$ cat config.mk
export PLATFORM = sky130hd
export DESIGN_NAME = hazardUnit
export DESIGN_NICKNAME = d
export VERILOG_FILES = /design/src/common/ppcPkg.sv /design/src/rtl/hazardUnit.sv
export SDC_FILE = /design/constraint.sdc
export NUM_CORES = 1
export LEC_CHECK = 0
export ABC_AREA = 0
export BUFFER_PORTS_ARGS = -buffer_cell sky130_fd_sc_hd__buf_4
export CAP_MARGIN = 20
export CORE_AREA = 2 2 39 41
export DETAILED_ROUTE_END_ITERATION = 8
export DIE_AREA = 0 0 41 43
export PLACE_DENSITY = 0.72
export SLEW_MARGIN = 10
export SYNTH_ARGS = -nofsm -noshare
export SYNTH_HDL_FRONTEND = slang
export SYNTH_SLANG_ARGS = --single-unit
$ cat constraint.sdc
create_clock -name vclk -period 0.8
set_clock_uncertainty 0.05 [all_clocks]
set_input_delay 0.04 -clock vclk [all_inputs]
set_output_delay 0.04 -clock vclk [all_outputs]
set_load 0.005 [all_outputs]
$ cat src/common/ppcPkg.sv
package ppcPkg;

	localparam int XLEN = 32;
	localparam int REG_ADDR_W = 5;
	localparam int IMEM_ADDR_W = 8; // 256 words
	localparam int DMEM_ADDR_W = 8;

	// primary opcodes
	localparam logic [5:0] OP_ADDI = 6'd14;
	localparam logic [5:0] OP_X = 6'd31;
	localparam logic [5:0] OP_LWZ = 6'd32;
	localparam logic [5:0] OP_STW = 6'd36;
	localparam logic [5:0] OP_B = 6'd18;
	localparam logic [5:0] OP_BC = 6'd16;

	// extended opcodes under OP_X
	localparam logic [9:0] XO_ADD = 10'd266;
	localparam logic [9:0] XO_SUBF = 10'd40;
	localparam logic [9:0] XO_AND = 10'd28;
	localparam logic [9:0] XO_OR = 10'd444;
	localparam logic [9:0] XO_XOR = 10'd316;
	localparam logic [9:0] XO_CMP = 10'd0;

	localparam logic [XLEN-1:0] NOP_WORD = 32'h6000_0000; // ori 0,0,0

	localparam int ALU_OP_W = 3;
	localparam logic [ALU_OP_W-1:0] ALU_ADD = 3'd0;
	localparam logic [ALU_OP_W-1:0] ALU_SUBF = 3'd1; // b - a
	localparam logic [ALU_OP_W-1:0] ALU_AND = 3'd2;
	localparam logic [ALU_OP_W-1:0] ALU_OR = 3'd3;
	localparam logic [ALU_OP_W-1:0] ALU_XOR = 3'd4;
	localparam logic [ALU_OP_W-1:0] ALU_PASSB = 3'd5;

	localparam int FWD_W = 2;
	localparam logic [FWD_W-1:0] FWD_REG = 2'd0;
	localparam logic [FWD_W-1:0] FWD_MEM = 2'd1;
	localparam logic [FWD_W-1:0] FWD_WB = 2'd2;

	// field order follows the ISA, bit 0 is the msb
	typedef union packed {
		struct packed {
			logic [5:0] opcd;
			logic [4:0] rt;
			logic [4:0] ra;
			logic [15:0] d16;
		} dForm;
		struct packed {
			logic [5:0] opcd;
			logic [4:0] rt;
			logic [4:0] ra;
			logic [4:0] rb;
			logic [9:0] xo;
			logic rc;
		} xForm;
		struct packed {
			logic [5:0] opcd;
			logic [4:0] bo;
			logic [4:0] bi;
			logic [13:0] bd14;
			logic aa;
			logic lk;
		} bForm;
	} instrWord_u;

endpackage
$ cat src/rtl/hazardUnit.sv
module hazardUnit (
	input  logic [ppcPkg::REG_ADDR_W-1:0] decSrcA,
	input  logic [ppcPkg::REG_ADDR_W-1:0] decSrcB,
	input  logic [ppcPkg::REG_ADDR_W-1:0] exSrcA,
	input  logic [ppcPkg::REG_ADDR_W-1:0] exSrcB,
	input  logic [ppcPkg::REG_ADDR_W-1:0] exDest,
	input  logic exWrites,
	input  logic exLoad,
	input  logic [ppcPkg::REG_ADDR_W-1:0] memDest,
	input  logic memWrites,
	input  logic [ppcPkg::REG_ADDR_W-1:0] wbDest,
	input  logic wbWrites,
	output logic [ppcPkg::FWD_W-1:0] fwdSelA,
	output logic [ppcPkg::FWD_W-1:0] fwdSelB,
	output logic stall
);
	import ppcPkg::*;

	// youngest writer wins
	function automatic logic [FWD_W-1:0] pickFwd(input logic [REG_ADDR_W-1:0] src);
		if (memWrites && memDest == src)
			return FWD_MEM;
		else if (wbWrites && wbDest == src)
			return FWD_WB;
		return FWD_REG;
	endfunction

	assign fwdSelA = pickFwd(exSrcA);
	assign fwdSelB = pickFwd(exSrcB);

	// load data only exists after the memory stage
	assign stall = exLoad && exWrites && (exDest == decSrcA || exDest == decSrcB);

endmodule

== After elaboration in Yosys (flattened, before gate mapping) ==
Cells that the tools add are included.
Storage, ports and cells
  register bits: 0
  logic and storage cells: 23
Operators by class
  equality and inequality tests: 6
  multiplexer cells: 10
  reduce and logical (&&, ||, !) cells: 7
Operators with widths (number)
  equality test 5 bit: 6
  two-way mux 2 bit: 6
  logical AND 1 bit: 6
  two-way mux 1 bit: 4
  logical OR 1 bit: 1

== Longest topological paths before layout ==
  depth after elaboration: 5
  depth in mapped cells: 3
  depth with buffers taken out: 3

== Worst setup path before layout ==
No wires, ideal clock.
  path kind: input port to output port
  from: input port memDest[3] (netlist bit)
  to: output port fwdSelA[0] (netlist bit)
  arrival: 0.655 ns
  data required time: 0.710 ns
  setup slack: 0.055 ns
  cell stages on the path: 3
  path buffers: 0
  cells stage by stage: xor2_1 > nor4_2 > and3_1
On the way
  word-level cells in the longest chain between the ends: 4
  elaborated cells between the ends (all ways): 5
Ends and longest elaborated chain
  start, declared: RTL line hazardUnit.sv:9  | input logic [ppcPkg::REG_ADDR_W-1:0] memDest,
  equality test 5 bit (*): RTL line hazardUnit.sv:21  | if (memWrites && memDest == src)
  logical AND 1 bit (*): RTL line hazardUnit.sv:21
  two-way mux 2 bit or two-way mux 1 bit (tied branches): RTL line hazardUnit.sv:21
  two-way mux 2 bit (*): RTL line hazardUnit.sv:25  | return FWD_REG;
  end, declared: RTL line hazardUnit.sv:13  | output logic [ppcPkg::FWD_W-1:0] fwdSelA,
Every way passes the cells marked *; elsewhere a longest branch is shown, timed or not.

== Final worst setup path ==
  from: input port exSrcA[3] (netlist bit)
  to: output port fwdSelA[0] (netlist bit)
On the way
  word-level cells in the longest chain between the ends: 5
  elaborated cells between the ends (all ways): 8
Ends and longest elaborated chain
  start, declared: RTL line hazardUnit.sv:4  | input logic [ppcPkg::REG_ADDR_W-1:0] exSrcA,
  equality test 5 bit: RTL line hazardUnit.sv:23  | else if (wbWrites && wbDest == src)
  logical AND 1 bit: RTL line hazardUnit.sv:23
  two-way mux 1 bit: RTL line hazardUnit.sv:23
  two-way mux 1 bit: RTL line hazardUnit.sv:21
  two-way mux 2 bit (*): RTL line hazardUnit.sv:25
Marked as above.

==> results by group <==
Outcome
  • Status: finished with violations
  • Failing checks: negative setup slack

Power
  • Maximum VDD drop: 0.000225 V
  • Pwr Density: approximately 510 nW/um2
  • Pleak: between 0.3 and 0.4 nW

Setup path
  • Crit Path Max Fanout: 2
  • Slowest cell on crit path: nor4_2
  • Critical path capture point type: primary output
  • Worst path arrival time: roughly 0.9 ns
  • CP cell instances: buf_8 -> xor2_2 -> nor4_2 -> and3_1 -> buf_4
  • WP data required: slightly above 0.7 ns
  • Crit path kind: in -> out
  • Slowest stage delay, CP: between 0.2 and 0.3 ns
  • Worst setup SP type: input pin

Timing
  • Setup TNS: -0.649 ns
  • Hold Vio Cnt, Final: 0
  • RSZ-0062 raised after global routing: yes
  • Final worst path period share: 1.22
  • Worst-margin pin slew: approximately 0.23 ns
  • Max transition margin: 0.847
  • Fin crit period: 0.972 ns
  • Final Setup Violations: 4
  • Fin. max-slew vios: 0
  • Hold Slack: roughly 0.32 ns
  • Worst setup margin: -0.172 ns
  • Fmax: about 1000 MHz

Hold path
  • WHS Path Cells: 3
  • Hold Path Class: in -> out

Synthesis
  • Synth warn: 0
  • Mux cell area share after synthesis: 0
  • Register area share after synthesis: 0
  • Most frequent cell after synthesis: xnor2_1
  • Compound-gate portion of the synthesized area: 0.0648
  • Largest family of logic cells by synthesized area: XOR/XNOR gates
  • Yosys cell types: 9
  • Synth Net Count: 84
  • Syn avg cell area: ~8.1 um2
  • Commonest cells post-synth: 22 x xnor2_1, 8 x xor2_1, 4 x nand4_1
  • Cell area after synthesis: approximately 370 um2
  • Synth top area share: 0.526
  • Synth Area in Simple Gates: 0.218
  • Top post-synthesis cells by area: xnor2_1 53%, xor2_1 19%, nand4_1 6.8%
  • Xor-xnor portion of the synthesized cell area: 0.717
  • Syn Inst Count: 45
  • Synth Area in Adders: 0
  • Largest area contributor in the netlist: xnor2_1

Layout
  • Seq Cell Count: 0
  • Clkbuf count: 0
  • Post-Route Utilization: 0.589
  • Share of cells above drive strength 1: 0.596
  • Antenna cells: 0
  • Final Non-Filler Cells: about 110
  • FF/Latch Area: 0 um2
  • Nets@finish: 130
  • Area added between synthesis and finish: 122%

Global route
  • Grt ovf: 0
  • GRT Util Overall: 0.130
  • Vias in the first global route: roughly 470
  • Largest net degree at the start of global routing: 5
  • Initial antenna violation count: 0
  • First-pass GRT wire length: 1670 um

Die
  • I/O pin cnt: 44
  • Die X: slightly above 40 um
  • Core Region: 1380 um2
  • Die Y: between 40 and 50 um
  • Initial Util: 0.265
  • Rows: 14
  • Die footprint: between 1500 and 2000 um2

Route
  • Pre-antenna DRT Iters: 1
  • Final wirelength: around 1100 um
  • Via Count: ~490
  • Post-detailed-route via-to-cell ratio: 4.70
  • DRC violations left: 0
  • Drt initial violations: 0
  • Antenna-violating nets left: 0
  • Routed WL per cell: roughly 11 um

Placement
  • HPWL Detailed: 1040 um
  • Routability cong.: between 0.6 and 0.7
  • Placed cells: between 100 and 150
  • Port buffer count: 44

Clock network
  • Post-CTS Hold Buffers: 0

Job
  • Maxcap violations: 0
==> per-layer routing <==
layer  global-route usage  wire length (um)  vias to the layer above
met5                    0                 0                        -
met4                    0                 0                        0
met3               0.0209               165                        0
met2                0.284               625                       36
met1                0.112               347                      213
li1                     -                 -                      244
==> kinds of logic after synthesis <==
group,Yosys count
XOR/XNOR,30
AND/OR/NAND/NOR,12
AO/OA/AOI/OAI,3
==> report_power, final <==
group	internal [mW]	switching, mW	leakage, nW	total (mW)
Combinational	0.268	0.151	0.360	0.419
Clock	0	0	0	0
Sequential	0	0	0	0
==> layout make-up <==
| class | count | area (um2) |
|---|---|---|
| Timing Repair Buffer | 44 | 375 |
| Multi-Input combinational cell | 45 | 419 |
| Fill cell | 130 | 569 |
| Tap cell | 16 | 20.0 |
==> critical path: cells and delay by family <==
family / cells / cell delay [ns]
buffers and inverters: 2 / 0.20
and+or+nand+nor: 2 / 0.48
xor gates and xnor gates: 1 / 0.16
==> what timing repair did <==
action,CTS,global route
endpoints found under the hold margin,0,0
setup endpoints to repair,5,5
buffers inserted,0,0
pin swaps,11,7
gates resized for setup,11,8
==> cells in the final DEF (no fill, tap or decap) <==
cell / count
a311oi_1: 2
buf_6: 8
nand4_1: 4
nand3_1: 2
buf_8: 2
xnor2_2: 4
buf_4: 34
and3_1: 2
xor2_1: 5
nor4_2: 2
nand2_1: 2
xnor2_1: 18
o22ai_1: 1
xor2_2: 3
==> path summary, 6_finish.rpt <==
| check | slack [ns] | from | end |
|---|---|---|---|
| max | -0.17 | exSrcA[3] | fwdSelA[0] |
| min | 0.32 | memWrites | fwdSelA[1] |
==> through the flow <==
step	total power [mW]	setup WS (ns)	area, um2
floorplan	0.153	0.0546	367
global placement	0.366	-0.195	717
detailed placement	0.370	-0.202	717
CTS	0.402	-0.181	773
global route	0.448	-0.259	815
finish	0.419	-0.172	815
No activity file was read; power rests on OpenSTA's default activity.
