[config.mk]
export PLATFORM = sky130hd
export DESIGN_NAME = executeStage
export DESIGN_NICKNAME = d
export VERILOG_FILES = /design/src/common/ppcPkg.sv /design/src/execute/executeStage.sv
export SDC_FILE = /design/constraint.sdc
export NUM_CORES = 1
export LEC_CHECK = 0
export BUFFER_PORTS_ARGS = -buffer_cell sky130_fd_sc_hd__buf_2
export CAP_MARGIN = 20
export CORE_UTILIZATION = 40
export DETAILED_ROUTE_END_ITERATION = 6
export GPL_TIMING_DRIVEN = 0
export MAX_ROUTING_LAYER = met4
export PLACE_DENSITY = 0.66
export SKIP_LAST_GASP = 1
export SLEW_MARGIN = 20
export SYNTH_ARGS = -nofsm -noshare
export SYNTH_HDL_FRONTEND = slang
export SYNTH_SLANG_ARGS = --single-unit
[constraint.sdc]
create_clock -name clk -period 5.9 [get_ports clk]
set_input_delay 1.475 -clock clk [delete_from_list [all_inputs] [get_ports clk]]
set_output_delay 1.475 -clock clk [all_outputs]
set_load 0.01 [all_outputs]
[src/common/ppcPkg.sv]
package ppcPkg;

	localparam int XLEN = 32;
	localparam int REG_ADDR_W = 5;
	localparam int IMEM_ADDR_W = 8; // 256 words
	localparam int DMEM_ADDR_W = 8;

	// primary opcodes
	localparam logic [5:0] OP_ADDI = 6'd14;
	localparam logic [5:0] OP_X = 6'd31;
	localparam logic [5:0] OP_LWZ = 6'd32;
	localparam logic [5:0] OP_STW = 6'd36;
	localparam logic [5:0] OP_B = 6'd18;
	localparam logic [5:0] OP_BC = 6'd16;

	// extended opcodes under OP_X
	localparam logic [9:0] XO_ADD = 10'd266;
	localparam logic [9:0] XO_SUBF = 10'd40;
	localparam logic [9:0] XO_AND = 10'd28;
	localparam logic [9:0] XO_OR = 10'd444;
	localparam logic [9:0] XO_XOR = 10'd316;
	localparam logic [9:0] XO_CMP = 10'd0;

	localparam logic [XLEN-1:0] NOP_WORD = 32'h6000_0000; // ori 0,0,0

	localparam int ALU_OP_W = 3;
	localparam logic [ALU_OP_W-1:0] ALU_ADD = 3'd0;
	localparam logic [ALU_OP_W-1:0] ALU_SUBF = 3'd1; // b - a
	localparam logic [ALU_OP_W-1:0] ALU_AND = 3'd2;
	localparam logic [ALU_OP_W-1:0] ALU_OR = 3'd3;
	localparam logic [ALU_OP_W-1:0] ALU_XOR = 3'd4;
	localparam logic [ALU_OP_W-1:0] ALU_PASSB = 3'd5;

	localparam int FWD_W = 2;
	localparam logic [FWD_W-1:0] FWD_REG = 2'd0;
	localparam logic [FWD_W-1:0] FWD_MEM = 2'd1;
	localparam logic [FWD_W-1:0] FWD_WB = 2'd2;

	// field order follows the ISA, bit 0 is the msb
	typedef union packed {
		struct packed {
			logic [5:0] opcd;
			logic [4:0] rt;
			logic [4:0] ra;
			logic [15:0] d16;
		} dForm;
		struct packed {
			logic [5:0] opcd;
			logic [4:0] rt;
			logic [4:0] ra;
			logic [4:0] rb;
			logic [9:0] xo;
			logic rc;
		} xForm;
		struct packed {
			logic [5:0] opcd;
			logic [4:0] bo;
			logic [4:0] bi;
			logic [13:0] bd14;
			logic aa;
			logic lk;
		} bForm;
	} instrWord_u;

endpackage
[src/execute/executeStage.sv]
module executeStage (
	input  logic clk,
	input  logic rst_n,
	input  logic [ppcPkg::XLEN-1:0] exOpA,
	input  logic [ppcPkg::XLEN-1:0] exOpB,
	input  logic [ppcPkg::REG_ADDR_W-1:0] exDest,
	input  logic [ppcPkg::XLEN-1:0] exImm,
	input  logic [ppcPkg::XLEN-1:0] exPc,
	input  logic [ppcPkg::ALU_OP_W-1:0] exAluOp,
	input  logic exUseImm,
	input  logic exWrites,
	input  logic exLoad,
	input  logic exStore,
	input  logic exCmp,
	input  logic exBranch,
	input  logic exCond,
	input  logic [4:0] exBo,
	input  logic [4:0] exBi,
	input  logic [ppcPkg::XLEN-1:0] exBranchDisp,
	input  logic [ppcPkg::FWD_W-1:0] fwdSelA,
	input  logic [ppcPkg::FWD_W-1:0] fwdSelB,
	input  logic [ppcPkg::XLEN-1:0] wbData,
	output logic [ppcPkg::XLEN-1:0] memResult,
	output logic [ppcPkg::XLEN-1:0] memStoreData,
	output logic [ppcPkg::REG_ADDR_W-1:0] memDest,
	output logic memWrites,
	output logic memLoad,
	output logic memStore,
	output logic branchTaken,
	output logic [ppcPkg::XLEN-1:0] branchTarget
);
	import ppcPkg::*;

	logic [XLEN-1:0] opA;
	logic [XLEN-1:0] opB;
	logic [XLEN-1:0] aluB;
	logic [XLEN-1:0] aluResult;
	logic [0:3] cr0; // LT GT EQ SO, ISA bit order
	logic crBit;

	function automatic logic [XLEN-1:0] fwdMux(input logic [FWD_W-1:0] sel,
			input logic [XLEN-1:0] regVal);
		case (sel)
			FWD_MEM: return memResult;
			FWD_WB: return wbData;
			default: return regVal;
		endcase
	endfunction

	assign opA = fwdMux(fwdSelA, exOpA);
	assign opB = fwdMux(fwdSelB, exOpB);
	assign aluB = exUseImm ? exImm : opB;

	always_comb begin
		case (exAluOp)
			ALU_ADD: aluResult = opA + aluB;
			ALU_SUBF: aluResult = aluB - opA;
			ALU_AND: aluResult = opA & aluB;
			ALU_OR: aluResult = opA | aluB;
			ALU_XOR: aluResult = opA ^ aluB;
			ALU_PASSB: aluResult = aluB;
			default: aluResult = '0;
		endcase
	end

	// signed word compare, SO never set
	always_ff @(posedge clk or negedge rst_n) begin
		if (!rst_n)
			cr0 <= '0;
		else if (exCmp)
			cr0 <= {$signed(opA) < $signed(opB), $signed(opA) > $signed(opB), opA == opB, 1'b0};
	end

	assign crBit = cr0[exBi[1:0]];
	// bo[3] is the condition sense bit
	assign branchTaken = exBranch && (!exCond || crBit == exBo[3]);
	assign branchTarget = exPc + (exBranchDisp << 2);

	// execute/memory register
	always_ff @(posedge clk or negedge rst_n) begin
		if (!rst_n) begin
			memWrites <= 1'b0;
			memLoad <= 1'b0;
			memStore <= 1'b0;
		end else begin
			memWrites <= exWrites;
			memLoad <= exLoad;
			memStore <= exStore;
		end
	end

	always_ff @(posedge clk) begin
		memResult <= aluResult;
		memStoreData <= opB;
		memDest <= exDest;
	end

endmodule

======== After elaboration in Yosys (flattened, before gate mapping) ========
Cells that the tools add are included.
word-level totals
  flip-flop bits (word level) ............. 75
  logic and storage cells ................. 39
  input port bits ......................... 223
  output and inout port bits .............. 105
cells by class
  bitwise logic cells ..................... 4
  multiplexer cells ....................... 7
  eq/ne operators ......................... 11
  $lt $le $gt $ge ......................... 3
  reductions and logical operators ........ 4
  $add $sub $neg .......................... 3
operators by type and width
  kind                  number
  $pmux W32 S6          1
  $pmux W32 S2          2
  $add A32 B32 Y32      2
  $and A32 B32 Y32      1
  $eq A32 B32 Y1        1
  $gt A32 B32 Y1        1
  $lt A32 B32 Y1        1
  $mux W32              1
  $or A32 B32 Y32       1
  $sub A32 B32 Y32      1
  $xor A32 B32 Y32      1
  $eq A3 B2 Y1 const B  2
  $eq A3 B3 Y1 const B  2
  $eq A2 B1 Y1 const B  2
  $eq A2 B2 Y1 const B  2
  $eq A3 B1 Y1 const B  1
  $ge A3 B3 Y1 const B  1
  $logic_not A3 Y1      1
  $not A2 Y3            1
  $bmux W1 S2           1
  $mux W1               2
  $eq A1 B1 Y1          1
  $logic_and A1 B1 Y1   1
  $logic_not A1 Y1      1
  $logic_or A1 B1 Y1    1

======== Depth between registers and ports, before layout ========
  depth in word-level cells ............... 7
  mapped depth ............................ 23
  gate-level depth less buffers ........... 21

======== Least setup slack after synthesis ========
Ideal clock, no wire load.
  path kind ............................... input to register
  from .................................... in fwdSelA[0] in the netlist's numbering
  to ...................................... reg memResult[29] in the netlist's numbering
  slack ................................... 0.281 ns
  cell stages on the path ................. 23
  arrival time ............................ 5.503 ns
  path through ............................ inv_1 ha_1 buf_6 buf_2 a221o_1 o21ai_1 ha_1 nand2_1 nor3_4 and2b_1 and2_4 a31oi_1 xnor2_1 ha_1 clkbuf_1 a21oi_1 o21ai_0 o21ai_0 a31oi_1 o31a_1 o21a_1 or3_1 a31o_2
between the ends
  word-level cells in the longest chain between the ends .. 4
  elaborated cells on any way between the ends .. 9
  classes of those cells .................. 2 x add/sub; 2 x eq/ne; 2 x mux; 3 x bitwise
ends and longest elaborated chain
  item                                            line                text
  start: declaration                              executeStage.sv:20  input logic [ppcPkg::FWD_W-1:0] fwdSelA,
  $eq A2 B2 Y1 or $eq A2 B1 Y1 (tied branches)    executeStage.sv:43  case (sel)
  $pmux W32 S2 (*)                                executeStage.sv:43
  $sub A32 B32 Y32, or another cell as far along  executeStage.sv:57  ALU_SUBF: aluResult = aluB - opA;
  $pmux W32 S6 (*)                                executeStage.sv:55  case (exAluOp)
  via aluResult[29]                               executeStage.sv:37  logic [XLEN-1:0] aluResult;
  end signal: assignment                          executeStage.sv:93  memResult <= aluResult;
  end: declaration                                executeStage.sv:23  output logic [ppcPkg::XLEN-1:0] memResult,
The timed path passes the listed nets; every way through them passes the cells marked *.
A chain may end at the register's enable or synchronous reset.

======== Worst setup path after layout ========
  from .................................... in fwdSelA[1] in the netlist's numbering
  to ...................................... reg memResult[30] in the netlist's numbering
The elaborated chain is that of the path after synthesis.

==> key figures <==
Outcome
  – Outcome: finished clean

Cells and area
  – FF/Latch Area: around 1500 µm²
  – Most frequent cells in the layout: 320 x buf_2, 150 x ha_1, 121 x nor2_1
  – Non-Filler Instances: between 1.5k and 2k
  – Layout cell share with drive strength beyond 1: 0.274
  – Area grow syn2layout: 28.3%
  – Final nets: 2026
  – Multi-input combinational cell area: 7760 µm²
  – Commonest non-fill, non-tap cell in the layout: buf_2
  – Design Area, Final: 12500 µm²
  – Diodes inserted: 0
  – Final Util: 0.527
  – Layout fillers: around 2.4k

Hold path
  – Min-Delay Path Class: reg2reg
  – Hold Startpoint: cr0[0]
  – Hold Path Depth: 2
  – Hold Path End: cr0[0]

Power
  – Clock group share of total power: 0.200
  – Int Pwr: 1610 µW
  – Part of the power in registers: 0.217
  – Power Density: approximately 240 nW/µm²
  – Sw Ratio: 0.463
  – Worst VDD drop: 0.146 mV
  – Standby leakage power: 0.00621 µW
  – Logic pwr share: 0.583
  – Sw power: 1390 µW

Yosys
  – Post-Syn Area: slightly below 10000 µm²
  – Number of enable flip-flop cells after synthesis: 0
  – Avg Cell Area, Syn: 7.49 µm²
  – Syn Inst Count: 1299
  – Yosys cell types: 81
  – Post-synth top area cell: ha_1
  – YS warnings: 0
  – Sequential area share after synthesis: 0.157
  – Ranking of synthesized cells by area: ha_1 21%, dfxtp_1 14%, a21oi_1 6.2%
  – Ys async rst share: 0.0800
  – Top FF cell, synth: dfxtp_1
  – Register bit total from synthesis: 75
  – Post-synth top area share: 0.207
  – Mapped Nets: 1685

GRT
  – Initial antenna violation count: 0
  – First-pass GRT wire length: 60.9 mm
  – Total gr overflow: 0
  – GRT Overall Usage: 0.339
  – Largest net degree at the start of global routing: 18
  – Vias in the first global route: 10.7k

Clock tree
  – Cts hold-fix bufs: 0
  – Root Buffer: clkbuf_16
  – CTS sink count: 75
  – CTS tree: yes
  – CTS buffer count: 9
  – Clk Latency, worst-skew pair: 0.37 ns
  – Clk buf depth: 2
  – Clock transition at path regs: 0.08 ns
  – H-tree levels: 3

Critical path
  – Crit-path slowest cell: or4_4
  – Critical path's largest stage delay: around 0.6 ns
  – Arrival @ worst endpoint: 6.02 ns
  – Most used cell, CP: a21o_1
  – Worst-path fanout max: 10
  – R2R setup slack: approximately 1.4 ns
  – CP Cell Sequence: buf_2, inv_1, ha_4, buf_12, a221oi_4, o22ai_2, or4_4, nor3_4, and2_4, a31oi_1, xnor2_1, ha_2, a21o_1, a21o_1, a21o_1, a211oi_2, a2bb2oi_2, nand3b_1, nor3_2, mux2i_1, o221ai_1
  – CP required: 6.11 ns
  – FF-to-FF End: memResult[30]
  – Worst Setup Path Type: in2reg
  – Startpoint Class: input port
  – Origin of the critical flop-to-flop path: memResult[4]
  – Worst Path Buf+Inv: 3
  – Critical path's top delay family: compound AO/OA/AOI/OAI gates
  – Worst r2r path cells: 17
  – Worst setup EP type: register

Floorplanning
  – Die area: 25000 µm²
  – Num rows: 56
  – Die Ht: 158 µm
  – Core area: between 20000 and 25000 µm²
  – I/O pin total: 328
  – Starting Density: 0.411
  – DIE WIDTH: 158 µm

Placement
  – Dpl cells: 1931
  – Final Wtd Congestion: slightly below 1
  – Placed Area: 11700 µm²
  – # port buffers: 313
  – Pre-CTS setup slack: -1.28 ns
  – Dpl hpwl: 33.0 mm

Routing
  – Detail Route Antenna Nets: 0
  – Vias: 11.5k
  – DRC marker count from the first detailed-route iteration: approximately 1.2k
  – Avg Vias per Cell: 5.85
  – Drt wl/cell: 21.4 µm
  – Wirelength, routed: 42.1 mm
  – First-pass DRT Iterations: 6
  – DR DRC count: 0

STA
  – Unrepaired setup endpoints after global routing: yes
  – Worst Slack Setup Final: 0.0967 ns
  – Clock Skew: 0.0177 ns
  – Fmax achieved: 172 MHz
  – TNS Setup: 0 ns
  – Rel. slew slack: 0.303
  – Pins Over Slew Limit: 0
  – Post-route clock period utilization: 0.984
  – Final setup viols: 0
  – Tmin final: approximately 5.8 ns
  – Fin. Hold Viols: 0
  – Worst-margin pin slew: 1.02 ns

Flow run
  – Max Cap Violations: 0
## worst max-delay path by stage
stage,cells after the start,startpoint,slack (ns),endpoint
after floorplan,23,fwdSelA[0],0.28,memResult[29]
after global placement,21,fwdSelB[0],-1.26,memResult[30]
after detailed placement,19,fwdSelA[0],-1.28,memResult[30]
after CTS,22,fwdSelA[0],-0.03,memResult[30]
after global routing,21,fwdSelA[1],-0.04,memResult[29]
final,21,fwdSelA[1],0.1,memResult[30]
## cell usage after synthesis (all sizes together), types with 15 or more instances
master,count
xor2,15
nor2,123
nand2,91
o21ai,115
a221o,18
nor3,16
buf,21
ha,161
a211oi,20
a21o,25
a21oi,120
dfxtp,69
xnor2,63
inv,120
clkbuf,42
a22oi,45
nor2b,16
o21a,28
## power by group through the flow
stage          Sequential (µW)  Clock (µW)  Combinational (µW)
3_3_place_gp               659           0                1590
4_1_cts                    649         602                1650
6_report                   651         599                1750
3_5_place_dp               660           0                1600
5_1_grt                    660         624                1910
2_1_floorplan              685           0                1020
## kinds of logic (layout without fill, tap and decap cells)
logic type,Yosys count,in the layout,synth area share
adder cells (fa/ha/maj),164,164,0.212
buffers and inverters,183,529,0.0760
XOR/XNOR,78,78,0.0710
AO/OA/AOI/OAI,480,480,0.329
AND/OR/NAND/NOR,315,315,0.150
flip-flops,75,75,0.157
multiplexers,4,4,0.00424
## worst min-delay path: cells and delay by family (launching register included)
| family | cells | cell delay (ns) |
|---|---|---|
| DFF | 1 | 0.35 |
| and+or+nand+nor | 2 | 0.12 |
## per-layer routing
metal,GRT usage,vias to the layer above,wire [µm]
li1,-,5382,-
met1,0.399,5261,16600
met2,0.544,717,18900
met3,0.0646,133,4290
met4,0.182,0,2290
met5,-,-,0
## through the flow
step / hold WS, ns / power [µW]
CTS: 0.510 / 2900
global route: 0.544 / 3190
floorplan: 0.463 / 1700
detailed placement: 0.491 / 2260
global placement: 0.485 / 2250
finish: 0.508 / 3000
## registers in the layout, indices dropped and copies added (netlist names)
name and flops:
memResult 32, memStoreData 32, memDest 5, cr0 3, memLoad 1, memStore 1
memWrites 1
## layout make-up
| cell class | instances | share of cell area |
|---|---|---|
| multi-input cells | 1041 | 0.621 |
| repair buffers | 333 | 0.138 |
| flip-flops and latches | 75 | 0.123 |
| inverters | 120 | 0.0361 |
| well taps | 319 | 0.0320 |
| plain buffers | 60 | 0.0262 |
| clock buffers | 9 | 0.0180 |
| clock inverters | 7 | 0.00611 |
## repair_timing
item                       4_1_cts  5_1_grt
pin swaps                        8       38
setup endpoints to repair       17       11
cloned                           0        0
buffers inserted                 5       15
resized for setup               47       52
(Power assumes the default switching activity.)
